$ cat config.mk
export PLATFORM = sky130hd
export DESIGN_NAME = accum_warp_looper
export DESIGN_NICKNAME = d
export VERILOG_FILES = /design/src/warp_looper_pkg.sv /design/src/warp_index_loop.sv /design/src/warp_step_fifo.sv /design/src/warp_vector_addr.sv /design/src/accum_warp_looper.sv
export VERILOG_INCLUDE_DIRS = /design/src
export SDC_FILE = /design/constraint.sdc
export NUM_CORES = 2
export LEC_CHECK = 0
export BUFFER_PORTS_ARGS = -buffer_cell sky130_fd_sc_hd__buf_4
export CAP_MARGIN = 10
export CORE_MARGIN = 2
export CORE_UTILIZATION = 45
export CTS_CLUSTER_DIAMETER = 200
export CTS_CLUSTER_SIZE = 14
export DETAILED_ROUTE_END_ITERATION = 7
export SETUP_SLACK_MARGIN = 0.3
export SLEW_MARGIN = 20
export SYNTH_ARGS = -nofsm -noshare
export SYNTH_HDL_FRONTEND = slang
export SYNTH_SLANG_ARGS = --single-unit
$ cat constraint.sdc
create_clock -name i_clk -period 13 [get_ports i_clk]
set_input_delay 0.65 -clock i_clk [delete_from_list [all_inputs] [get_ports i_clk]]
set_output_delay 0.65 -clock i_clk [all_outputs]
set_load 0.01 [all_outputs]
$ cat src/warp_looper_defs.svh
`ifndef WARP_LOOPER_DEFS_SVH
`define WARP_LOOPER_DEFS_SVH
`default_nettype none

// ========================================
// Looper dimensions
// ========================================

// Address lanes produced per vector
`define WL_VSIZE 4

// Memory address width
`define WL_ABW 16

// One A or B offset coordinate
`define WL_WBW 8

// Configurations selectable by id
`define WL_NCFG 4

// Id width with one extra bit on range bounds so the end can reach WL_NCFG
`define WL_IDW 2

`default_nettype wire
`endif

$ cat src/warp_looper_pkg.sv
`default_nettype none

// ========================================
// Shared looper types
// ========================================

package warp_looper_pkg;

	// Index loop control state
	typedef enum logic {
		LOOP_IDLE = 1'b0,
		LOOP_RUN  = 1'b1
	} loop_state_e;

	// Opcode travelling with every step
	// STEP_LAST marks the final step of a command
	typedef enum logic {
		STEP_MID  = 1'b0,
		STEP_LAST = 1'b1
	} step_op_e;

endpackage

`default_nettype wire

$ cat src/warp_index_loop.sv
`timescale 1ns/1ps
`include "warp_looper_defs.svh"
`default_nettype none

module warp_index_loop import warp_looper_pkg::*; (
	input  logic               i_clk,
	input  logic               i_rst_n,
	// Command side
	input  logic               i_cmd_rdy,
	output logic               o_cmd_ack,
	input  logic [`WL_WBW-1:0] i_abeg_x,
	input  logic [`WL_WBW-1:0] i_abeg_y,
	input  logic [`WL_WBW-1:0] i_aend_x,
	input  logic [`WL_WBW-1:0] i_aend_y,
	input  logic [`WL_IDW:0]   i_id_beg,
	input  logic [`WL_IDW:0]   i_id_end,
	// Step side
	output logic               o_step_rdy,
	input  logic               i_step_ack,
	output logic [`WL_IDW-1:0] o_id,
	output logic [`WL_WBW-1:0] o_ax,
	output logic [`WL_WBW-1:0] o_ay,
	output step_op_e           o_op
);

	// ========================================
	// Declarations
	// ========================================

	loop_state_e state_r;

	// Bounds captured at command accept
	logic [`WL_WBW-1:0] abeg_x_r;
	logic [`WL_WBW-1:0] aend_x_r;
	logic [`WL_WBW-1:0] aend_y_r;
	logic [`WL_IDW:0]   id_beg_r;
	logic [`WL_IDW:0]   id_end_r;

	// Loop counters with id running fastest
	logic [`WL_IDW:0]   cnt_id;
	logic [`WL_WBW-1:0] cnt_ax;
	logic [`WL_WBW-1:0] cnt_ay;

	logic cmd_fire;
	logic cmd_empty;
	logic step_fire;
	logic last_id;
	logic last_x;
	logic last_y;
	logic last_step;

	// ========================================
	// Handshake and wrap detection
	// ========================================

	assign o_cmd_ack  = (state_r == LOOP_IDLE) && i_cmd_rdy;
	assign cmd_fire   = o_cmd_ack;
	assign o_step_rdy = (state_r == LOOP_RUN);
	assign step_fire  = o_step_rdy && i_step_ack;

	// Any empty dimension means nothing to emit
	assign cmd_empty = (i_id_end <= i_id_beg)
		|| (i_aend_x <= i_abeg_x)
		|| (i_aend_y <= i_abeg_y);

	assign last_id   = (cnt_id + 1'b1) == id_end_r;
	assign last_x    = (cnt_ax + 1'b1) == aend_x_r;
	assign last_y    = (cnt_ay + 1'b1) == aend_y_r;
	assign last_step = last_id && last_x && last_y;

	assign o_id = cnt_id[`WL_IDW-1:0];
	assign o_ax = cnt_ax;
	assign o_ay = cnt_ay;
	assign o_op = last_step ? STEP_LAST : STEP_MID;

	// ========================================
	// Control FSM
	// ========================================

	always_ff @(posedge i_clk or negedge i_rst_n) begin
		if (!i_rst_n) begin
			state_r <= LOOP_IDLE;
		end else begin
			unique case (state_r)
				LOOP_IDLE: begin
					if (cmd_fire && !cmd_empty) begin
						state_r <= LOOP_RUN;
					end
				end
				LOOP_RUN: begin
					if (step_fire && last_step) begin
						state_r <= LOOP_IDLE;
					end
				end
				default: state_r <= LOOP_IDLE;
			endcase
		end
	end

	// Counters start at the range begin and step on every accepted step
	always_ff @(posedge i_clk or negedge i_rst_n) begin
		if (!i_rst_n) begin
			cnt_id <= '0;
			cnt_ax <= '0;
			cnt_ay <= '0;
		end else if (cmd_fire) begin
			cnt_id <= i_id_beg;
			cnt_ax <= i_abeg_x;
			cnt_ay <= i_abeg_y;
		end else if (step_fire && !last_step) begin
			if (!last_id) begin
				cnt_id <= cnt_id + 1'b1;
			end else begin
				cnt_id <= id_beg_r;
				if (!last_x) begin
					cnt_ax <= cnt_ax + 1'b1;
				end else begin
					cnt_ax <= abeg_x_r;
					cnt_ay <= cnt_ay + 1'b1;
				end
			end
		end
	end

	always_ff @(posedge i_clk) begin
		if (cmd_fire) begin
			abeg_x_r <= i_abeg_x;
			aend_x_r <= i_aend_x;
			aend_y_r <= i_aend_y;
			id_beg_r <= i_id_beg;
			id_end_r <= i_id_end;
		end
	end

	// Offered id never reaches the end bound of the running command
	a_id_in_range: assert property (@(posedge i_clk) disable iff (!i_rst_n)
		o_step_rdy |-> (cnt_id < id_end_r))
		else $error("index loop offered id %0d outside range end %0d", cnt_id, id_end_r);

endmodule

`default_nettype wire

$ cat src/warp_step_fifo.sv
`timescale 1ns/1ps
`include "warp_looper_defs.svh"
`default_nettype none

module warp_step_fifo import warp_looper_pkg::*; (
	input  logic               i_clk,
	input  logic               i_rst_n,
	// Write side
	input  logic               i_rdy,
	output logic               o_ack,
	input  logic [`WL_IDW-1:0] i_id,
	input  logic [`WL_WBW-1:0] i_ax,
	input  logic [`WL_WBW-1:0] i_ay,
	input  step_op_e           i_op,
	// Read side
	output logic               o_rdy,
	input  logic               i_ack,
	output logic [`WL_IDW-1:0] o_id,
	output logic [`WL_WBW-1:0] o_ax,
	output logic [`WL_WBW-1:0] o_ay,
	output step_op_e           o_op
);

	// Two entries of step storage
	logic [`WL_IDW-1:0] mem_id [2];
	logic [`WL_WBW-1:0] mem_ax [2];
	logic [`WL_WBW-1:0] mem_ay [2];
	step_op_e           mem_op [2];

	logic       wptr;
	logic       rptr;
	logic [1:0] count;
	logic       push;
	logic       pop;

	// Accept only while there is a free slot
	assign o_ack = i_rdy && (count != 2'd2);
	assign o_rdy = (count != 2'd0);
	assign push  = o_ack;
	assign pop   = o_rdy && i_ack;

	assign o_id = mem_id[rptr];
	assign o_ax = mem_ax[rptr];
	assign o_ay = mem_ay[rptr];
	assign o_op = mem_op[rptr];

	always_ff @(posedge i_clk or negedge i_rst_n) begin
		if (!i_rst_n) begin
			wptr  <= 1'b0;
			rptr  <= 1'b0;
			count <= 2'd0;
		end else begin
			if (push) wptr <= ~wptr;
			if (pop)  rptr <= ~rptr;
			count <= count + {1'b0, push} - {1'b0, pop};
		end
	end

	always_ff @(posedge i_clk) begin
		if (push) begin
			mem_id[wptr] <= i_id;
			mem_ax[wptr] <= i_ax;
			mem_ay[wptr] <= i_ay;
			mem_op[wptr] <= i_op;
		end
	end

	a_count_max: assert property (@(posedge i_clk) disable iff (!i_rst_n)
		count <= 2'd2)
		else $error("step FIFO count %0d above depth", count);

	// The consumer must not take an entry that is not there
	a_no_empty_read: assert property (@(posedge i_clk) disable iff (!i_rst_n)
		i_ack |-> (count != 2'd0))
		else $error("step FIFO read while empty");

endmodule

`default_nettype wire

$ cat src/warp_vector_addr.sv
`timescale 1ns/1ps
`include "warp_looper_defs.svh"
`default_nettype none

module warp_vector_addr import warp_looper_pkg::*; (
	input  logic                 i_clk,
	input  logic                 i_rst_n,
	// Step input
	input  logic                 i_rdy,
	output logic                 o_ack,
	input  logic [`WL_IDW-1:0]   i_id,
	input  logic [`WL_WBW-1:0]   i_ax,
	input  logic [`WL_WBW-1:0]   i_ay,
	input  step_op_e             i_op,
	// B offset and static configuration
	input  logic [`WL_WBW-1:0]   i_bofs,
	input  logic [`WL_WBW-1:0]   i_bboundary,
	input  logic [`WL_ABW-1:0]   i_linears   [`WL_NCFG],
	input  logic [`WL_ABW-1:0]   i_astride_x [`WL_NCFG],
	input  logic [`WL_ABW-1:0]   i_astride_y [`WL_NCFG],
	input  logic [`WL_ABW-1:0]   i_lane_step [`WL_NCFG],
	// Vector output
	output logic                 o_rdy,
	input  logic                 i_ack,
	output logic [`WL_IDW-1:0]   o_id,
	output logic [`WL_ABW-1:0]   o_address [`WL_VSIZE],
	output logic [`WL_VSIZE-1:0] o_valid,
	output logic                 o_retire
);

	localparam int ABW   = `WL_ABW;
	localparam int WBW   = `WL_WBW;
	localparam int VSIZE = `WL_VSIZE;

	// ========================================
	// Address computation
	// ========================================

	logic [ABW-1:0]       base_addr;
	logic [ABW-1:0]       lane_addr [VSIZE];
	logic [VSIZE-1:0]     lane_ok;
	logic [VSIZE*ABW-1:0] addr_flat;

	// Base address is the linear start plus both A strides modulo 2^ABW
	always_comb begin
		base_addr = i_linears[i_id]
			+ ABW'(i_ax) * i_astride_x[i_id]
			+ ABW'(i_ay) * i_astride_y[i_id];
		for (int j = 0; j < VSIZE; j++) begin
			lane_addr[j] = base_addr + (ABW'(i_bofs) + ABW'(j)) * i_lane_step[i_id];
			// Extra bit keeps bofs + j from wrapping past the boundary
			lane_ok[j] = ({1'b0, i_bofs} + (WBW+1)'(j)) < {1'b0, i_bboundary};
		end
	end

	// ========================================
	// Output register
	// ========================================

	// Take a step when the register is free or drains this cycle
	assign o_ack = i_rdy && (!o_rdy || i_ack);

	always_ff @(posedge i_clk or negedge i_rst_n) begin
		if (!i_rst_n) begin
			o_rdy <= 1'b0;
		end else if (o_ack) begin
			o_rdy <= 1'b1;
		end else if (i_ack) begin
			o_rdy <= 1'b0;
		end
	end

	always_ff @(posedge i_clk) begin
		if (o_ack) begin
			o_id      <= i_id;
			o_address <= lane_addr;
			o_valid   <= lane_ok;
			o_retire  <= (i_op == STEP_LAST);
		end
	end

	// Packed view of all lanes for the hold check
	always_comb begin
		for (int j = 0; j < VSIZE; j++) begin
			addr_flat[j*ABW +: ABW] = o_address[j];
		end
	end

	a_hold_output: assert property (@(posedge i_clk) disable iff (!i_rst_n)
		(o_rdy && !i_ack) |=> (o_rdy && $stable(o_id) && $stable(addr_flat)
			&& $stable(o_valid) && $stable(o_retire)))
		else $error("vector output changed while stalled");

endmodule

`default_nettype wire

$ cat src/accum_warp_looper.sv
`timescale 1ns/1ps
`include "warp_looper_defs.svh"
`default_nettype none

module accum_warp_looper import warp_looper_pkg::*; (
	input  logic                 i_clk,
	input  logic                 i_rst_n,
	// Command
	input  logic                 i_cmd_rdy,
	output logic                 o_cmd_ack,
	input  logic [`WL_WBW-1:0]   i_bofs,
	input  logic [`WL_WBW-1:0]   i_bboundary,
	input  logic [`WL_WBW-1:0]   i_abeg_x,
	input  logic [`WL_WBW-1:0]   i_abeg_y,
	input  logic [`WL_WBW-1:0]   i_aend_x,
	input  logic [`WL_WBW-1:0]   i_aend_y,
	input  logic [`WL_IDW:0]     i_id_beg,
	input  logic [`WL_IDW:0]     i_id_end,
	// Static configuration
	input  logic [`WL_ABW-1:0]   i_linears   [`WL_NCFG],
	input  logic [`WL_ABW-1:0]   i_astride_x [`WL_NCFG],
	input  logic [`WL_ABW-1:0]   i_astride_y [`WL_NCFG],
	input  logic [`WL_ABW-1:0]   i_lane_step [`WL_NCFG],
	// Address vectors
	output logic                 o_addrval_rdy,
	input  logic                 i_addrval_ack,
	output logic [`WL_IDW-1:0]   o_id,
	output logic [`WL_ABW-1:0]   o_address [`WL_VSIZE],
	output logic [`WL_VSIZE-1:0] o_valid,
	output logic                 o_retire
);

	// Producer to FIFO
	logic               step_rdy;
	logic               step_ack;
	logic [`WL_IDW-1:0] s_id;
	logic [`WL_WBW-1:0] s_ax;
	logic [`WL_WBW-1:0] s_ay;
	step_op_e           s_op;

	// FIFO to consumer
	logic               vec_rdy;
	logic               vec_ack;
	logic [`WL_IDW-1:0] v_id;
	logic [`WL_WBW-1:0] v_ax;
	logic [`WL_WBW-1:0] v_ay;
	step_op_e           v_op;

	warp_index_loop u_loop (
		.i_clk      (i_clk),
		.i_rst_n    (i_rst_n),
		.i_cmd_rdy  (i_cmd_rdy),
		.o_cmd_ack  (o_cmd_ack),
		.i_abeg_x   (i_abeg_x),
		.i_abeg_y   (i_abeg_y),
		.i_aend_x   (i_aend_x),
		.i_aend_y   (i_aend_y),
		.i_id_beg   (i_id_beg),
		.i_id_end   (i_id_end),
		.o_step_rdy (step_rdy),
		.i_step_ack (step_ack),
		.o_id       (s_id),
		.o_ax       (s_ax),
		.o_ay       (s_ay),
		.o_op       (s_op)
	);

	warp_step_fifo u_fifo (
		.i_clk   (i_clk),
		.i_rst_n (i_rst_n),
		.i_rdy   (step_rdy),
		.o_ack   (step_ack),
		.i_id    (s_id),
		.i_ax    (s_ax),
		.i_ay    (s_ay),
		.i_op    (s_op),
		.o_rdy   (vec_rdy),
		.i_ack   (vec_ack),
		.o_id    (v_id),
		.o_ax    (v_ax),
		.o_ay    (v_ay),
		.o_op    (v_op)
	);

	warp_vector_addr u_vec (
		.i_clk       (i_clk),
		.i_rst_n     (i_rst_n),
		.i_rdy       (vec_rdy),
		.o_ack       (vec_ack),
		.i_id        (v_id),
		.i_ax        (v_ax),
		.i_ay        (v_ay),
		.i_op        (v_op),
		.i_bofs      (i_bofs),
		.i_bboundary (i_bboundary),
		.i_linears   (i_linears),
		.i_astride_x (i_astride_x),
		.i_astride_y (i_astride_y),
		.i_lane_step (i_lane_step),
		.o_rdy       (o_addrval_rdy),
		.i_ack       (i_addrval_ack),
		.o_id        (o_id),
		.o_address   (o_address),
		.o_valid     (o_valid),
		.o_retire    (o_retire)
	);

endmodule

`default_nettype wire

==> results.py <==
metrics = {
    "logic_synthesis": {
        "ys_seq_area_share_pct": 16.83,
        "synthCells": 2965,
        "ys_top_cells_by_area": "fa_1 (33%), edfxtp_1 (15%), ha_1 (9.7%)",
        "synth_edf_count": 137,
        "synth-async-reset-ratio_pct": 15.43,
        "ys_warn_count": 0,
        "synth.top_cell.area_share_pct": 33.06,
        "synth_cell_type_count": 60,
        "ys_ff_latch": 162,
        "synthFlopType": "edfxtp_1",
        "synth_area_per_cell_um2": 9.498,
        "synth_top_cell_by_area": "fa_1",
        "syn_area_um2": 28160,
        "syn_nets": 3962,
    },
    "timing": {
        "tightest_slew_ns": 1.069,
        "period_needed_ns": 11.48,
        "skew_ns": 0.02467,
        "setup-violations-final": 0,
        "fmaxAchievable_mhz": 87.08,
        "tns_ns": 0,
        "relSlewSlack_pct": 26.71,
        "maxSlewViolCount": 0,
        "rsz0062_at_grt": "false",
        "fin_crit_sh_pct": 88.34,
        "hold_viol": 0,
    },
    "setup_path": {
        "cpMaxStageDelayCell": "mux2i_1",
        "worst_path_largest_cell_delay_ns": 0.84,
        "cp.arrival_ns": 11.73,
        "path_class": "flop to flop",
        "worstSetupEndpointType": "flop",
        "cp_max_fo": 32,
        "path_buf_inv": 9,
        "crit_top_cell": "fa_1",
        "critical_path_required_ns": 13.25,
        "cpLargestDelayFamily": "adder cells",
        "critPathLaunchType": "flop",
        "regToRegSetupSlack_ns": 1.52,
    },
    "placed_design": {
        "hpwl_um": 70260,
        "portBuffers": 386,
        "place.gp.congestion": 0.9731,
    },
    "cells_and_area": {
        "fillers": 5681,
        "final_nets": 4308,
        "drive_gt1_share_pct": 15.88,
        "antenna-diode-count": 0,
        "layout_commonest_cell": "inv_1",
        "multi_input_area_um2": 20780,
        "regArea_um2": 4740,
        "syn2layout_area_growth_pct": 16.03,
        "final_cell_mix": "inv_1 (601), fa_1 (465), nand2_1 (458)",
    },
    "global_route": {
        "grt_util_all_layers_pct": 27.17,
        "antenna_found_initial": 0,
        "grt_max_degree": 61,
        "gr-total-overflow": 0,
        "grt_pass1_wl_um": 131900,
        "grt_pass1_vias": 23810,
    },
    "clocking": {
        "post_cts_resized": 0,
        "cts_setup_buffers": 0,
        "cts_buffers": 17,
        "cts_tree": "yes",
        "cts_buffer_depth": 2,
        "clk_pin_slew_ns": 0.09,
        "cts_sinks": 162,
        "cts_hold_buf": 0,
        "root_buffer": "clkbuf_16",
        "h-tree-depth": 4,
        "worstSkewPairLatency_ns": 0.50,
    },
    "routing": {
        "num_vias": 21580,
        "drc": 0,
        "dr.first_iter.drc_count": 1182,
        "avgRoutedWirePerCell_um": 20.39,
        "routed_wl_um": 84860,
        "wl_met1_um": 33640,
        "dr_wl_met3_um": 3821,
        "wl_met2_um": 44780,
        "vias_per_cell": 5.187,
        "ant_nets": 0,
        "highest_layer": "met4",
        "drt-pass1-iter-count": 5,
    },
    "floorplan": {
        "coreArea_um2": 61830,
        "ios": 387,
        "dieHeight_um": 254.2,
        "num_rows": 91,
        "start_util_pct": 45.55,
        "die_x_um": 254.2,
        "die_area_um2": 64600,
    },
    "flow_run": {
        "drv_cap": 0,
    },
    "outcome": {
        "outcome": "finished, final reports clean",
    },
    "min_path": {
        "min-delay-path-class": "input port to async pin",
    },
}
## final timing paths
| kind | endpoint | startpoint | depth (start not counted) |
|---|---|---|---|
| worst max-delay path | u_vec.o_address[63] | u_fifo.rptr | 37 |
| worst min-delay path | u_loop.cnt_id[1] | i_rst_n | 1 |
| worst max register to register | u_vec.o_address[63] | u_fifo.rptr | 37 |
| worst min register to register | u_fifo.count[1] | u_fifo.count[1] | 1 |
| max in group asynchronous | u_loop.o_ay[2] | i_rst_n | 1 |
| min in group i_clk | u_loop.aend_x_r[6] | i_aend_x[6] | 1 |
## synth_stat cells, types with 31 or more instances
master / count
xnor2_1: 134
ha_1: 218
clkbuf_1: 84
edfxtp_1: 137
o21ai_0: 52
xor2_1: 43
fa_1: 465
mux4_2: 38
nand2_1: 458
inv_1: 602
and2_1: 116
nor2_1: 196
nand3_1: 31
mux2i_1: 35
a21oi_1: 65
## routing by layer
metal	track usage (%)	vias to the layer above
met5	0	-
met1	32.36	10980
met4	9.345	0
li1	-	9884
met3	3.940	123
met2	49.99	598
## cell families after synthesis
logic type / share of synthesized area (%)
XOR/XNOR: 6.505
flip-flops: 16.83
buffers and inverters: 9.553
AO/OA/AOI/OAI: 5.625
AND/OR/NAND/NOR: 13.64
adder cells (fa/ha/maj): 42.74
multiplexers: 5.101
## worst reg2reg max path: cells and delay by family, from the launching register on
family,cells,cell delay [ns]
flops,1,0.41
buf+inv,9,1.33
xor+xnor,8,1.54
simple gates,2,0.29
mux,3,1.58
compound gates,4,0.89
fa+ha+maj,11,5.23
## state kept, by name, summed over array words and instances, names as in the netlist
signal / cells
u_vec.o_address: 62
u_fifo.mem_ax: 16
u_fifo.mem_ay: 16
u_loop.abeg_x_r: 8
u_loop.aend_x_r: 8
u_loop.aend_y_r: 8
u_loop.o_ax: 8
u_loop.o_ay: 8
u_fifo.mem_id: 4
u_vec.o_valid: 4
u_loop.cnt_id: 3
u_loop.id_beg_r: 3
u_loop.id_end_r: 3
u_fifo.count: 2
u_fifo.mem_op: 2
u_vec.o_id: 2
u_fifo.rptr: 1
u_fifo.wptr: 1
u_loop.o_step_rdy: 1
u_vec.o_rdy: 1
u_vec.o_retire: 1
## stage by stage
| stage | area (µm²) | std cells | setup WS (ns) | utilization [%] | hold WS, ns |
|---|---|---|---|---|---|
| 4_1_cts | 32670 | 4161 | 1.417 | 52.85 | 0.03647 |
| 3_3_place_gp | 32050 | 4129 | 1.700 | 51.84 | 0.4857 |
| 5_1_grt | 32670 | 4161 | 0.8742 | 52.85 | 0.07254 |
| 6_report | 32670 | 4161 | 1.516 | 52.85 | 0.06742 |
| 3_5_place_dp | 32050 | 4129 | 1.427 | 51.84 | 0.4906 |
| 2_1_floorplan | 28160 | 2965 | 2.002 | - | 0.3544 |
## cell type report
class	count	share of cell area (%)
flip-flops and latches	162	14.51
clock inverters	15	0.6089
repair buffers	429	9.857
multi-input cells	2098	63.59
clock buffers	17	1.302
inverters	603	6.927
well taps	837	3.205
Power is not shown: default switching activity piles up to over one toggle a cycle in this logic, so the estimate is an artifact.
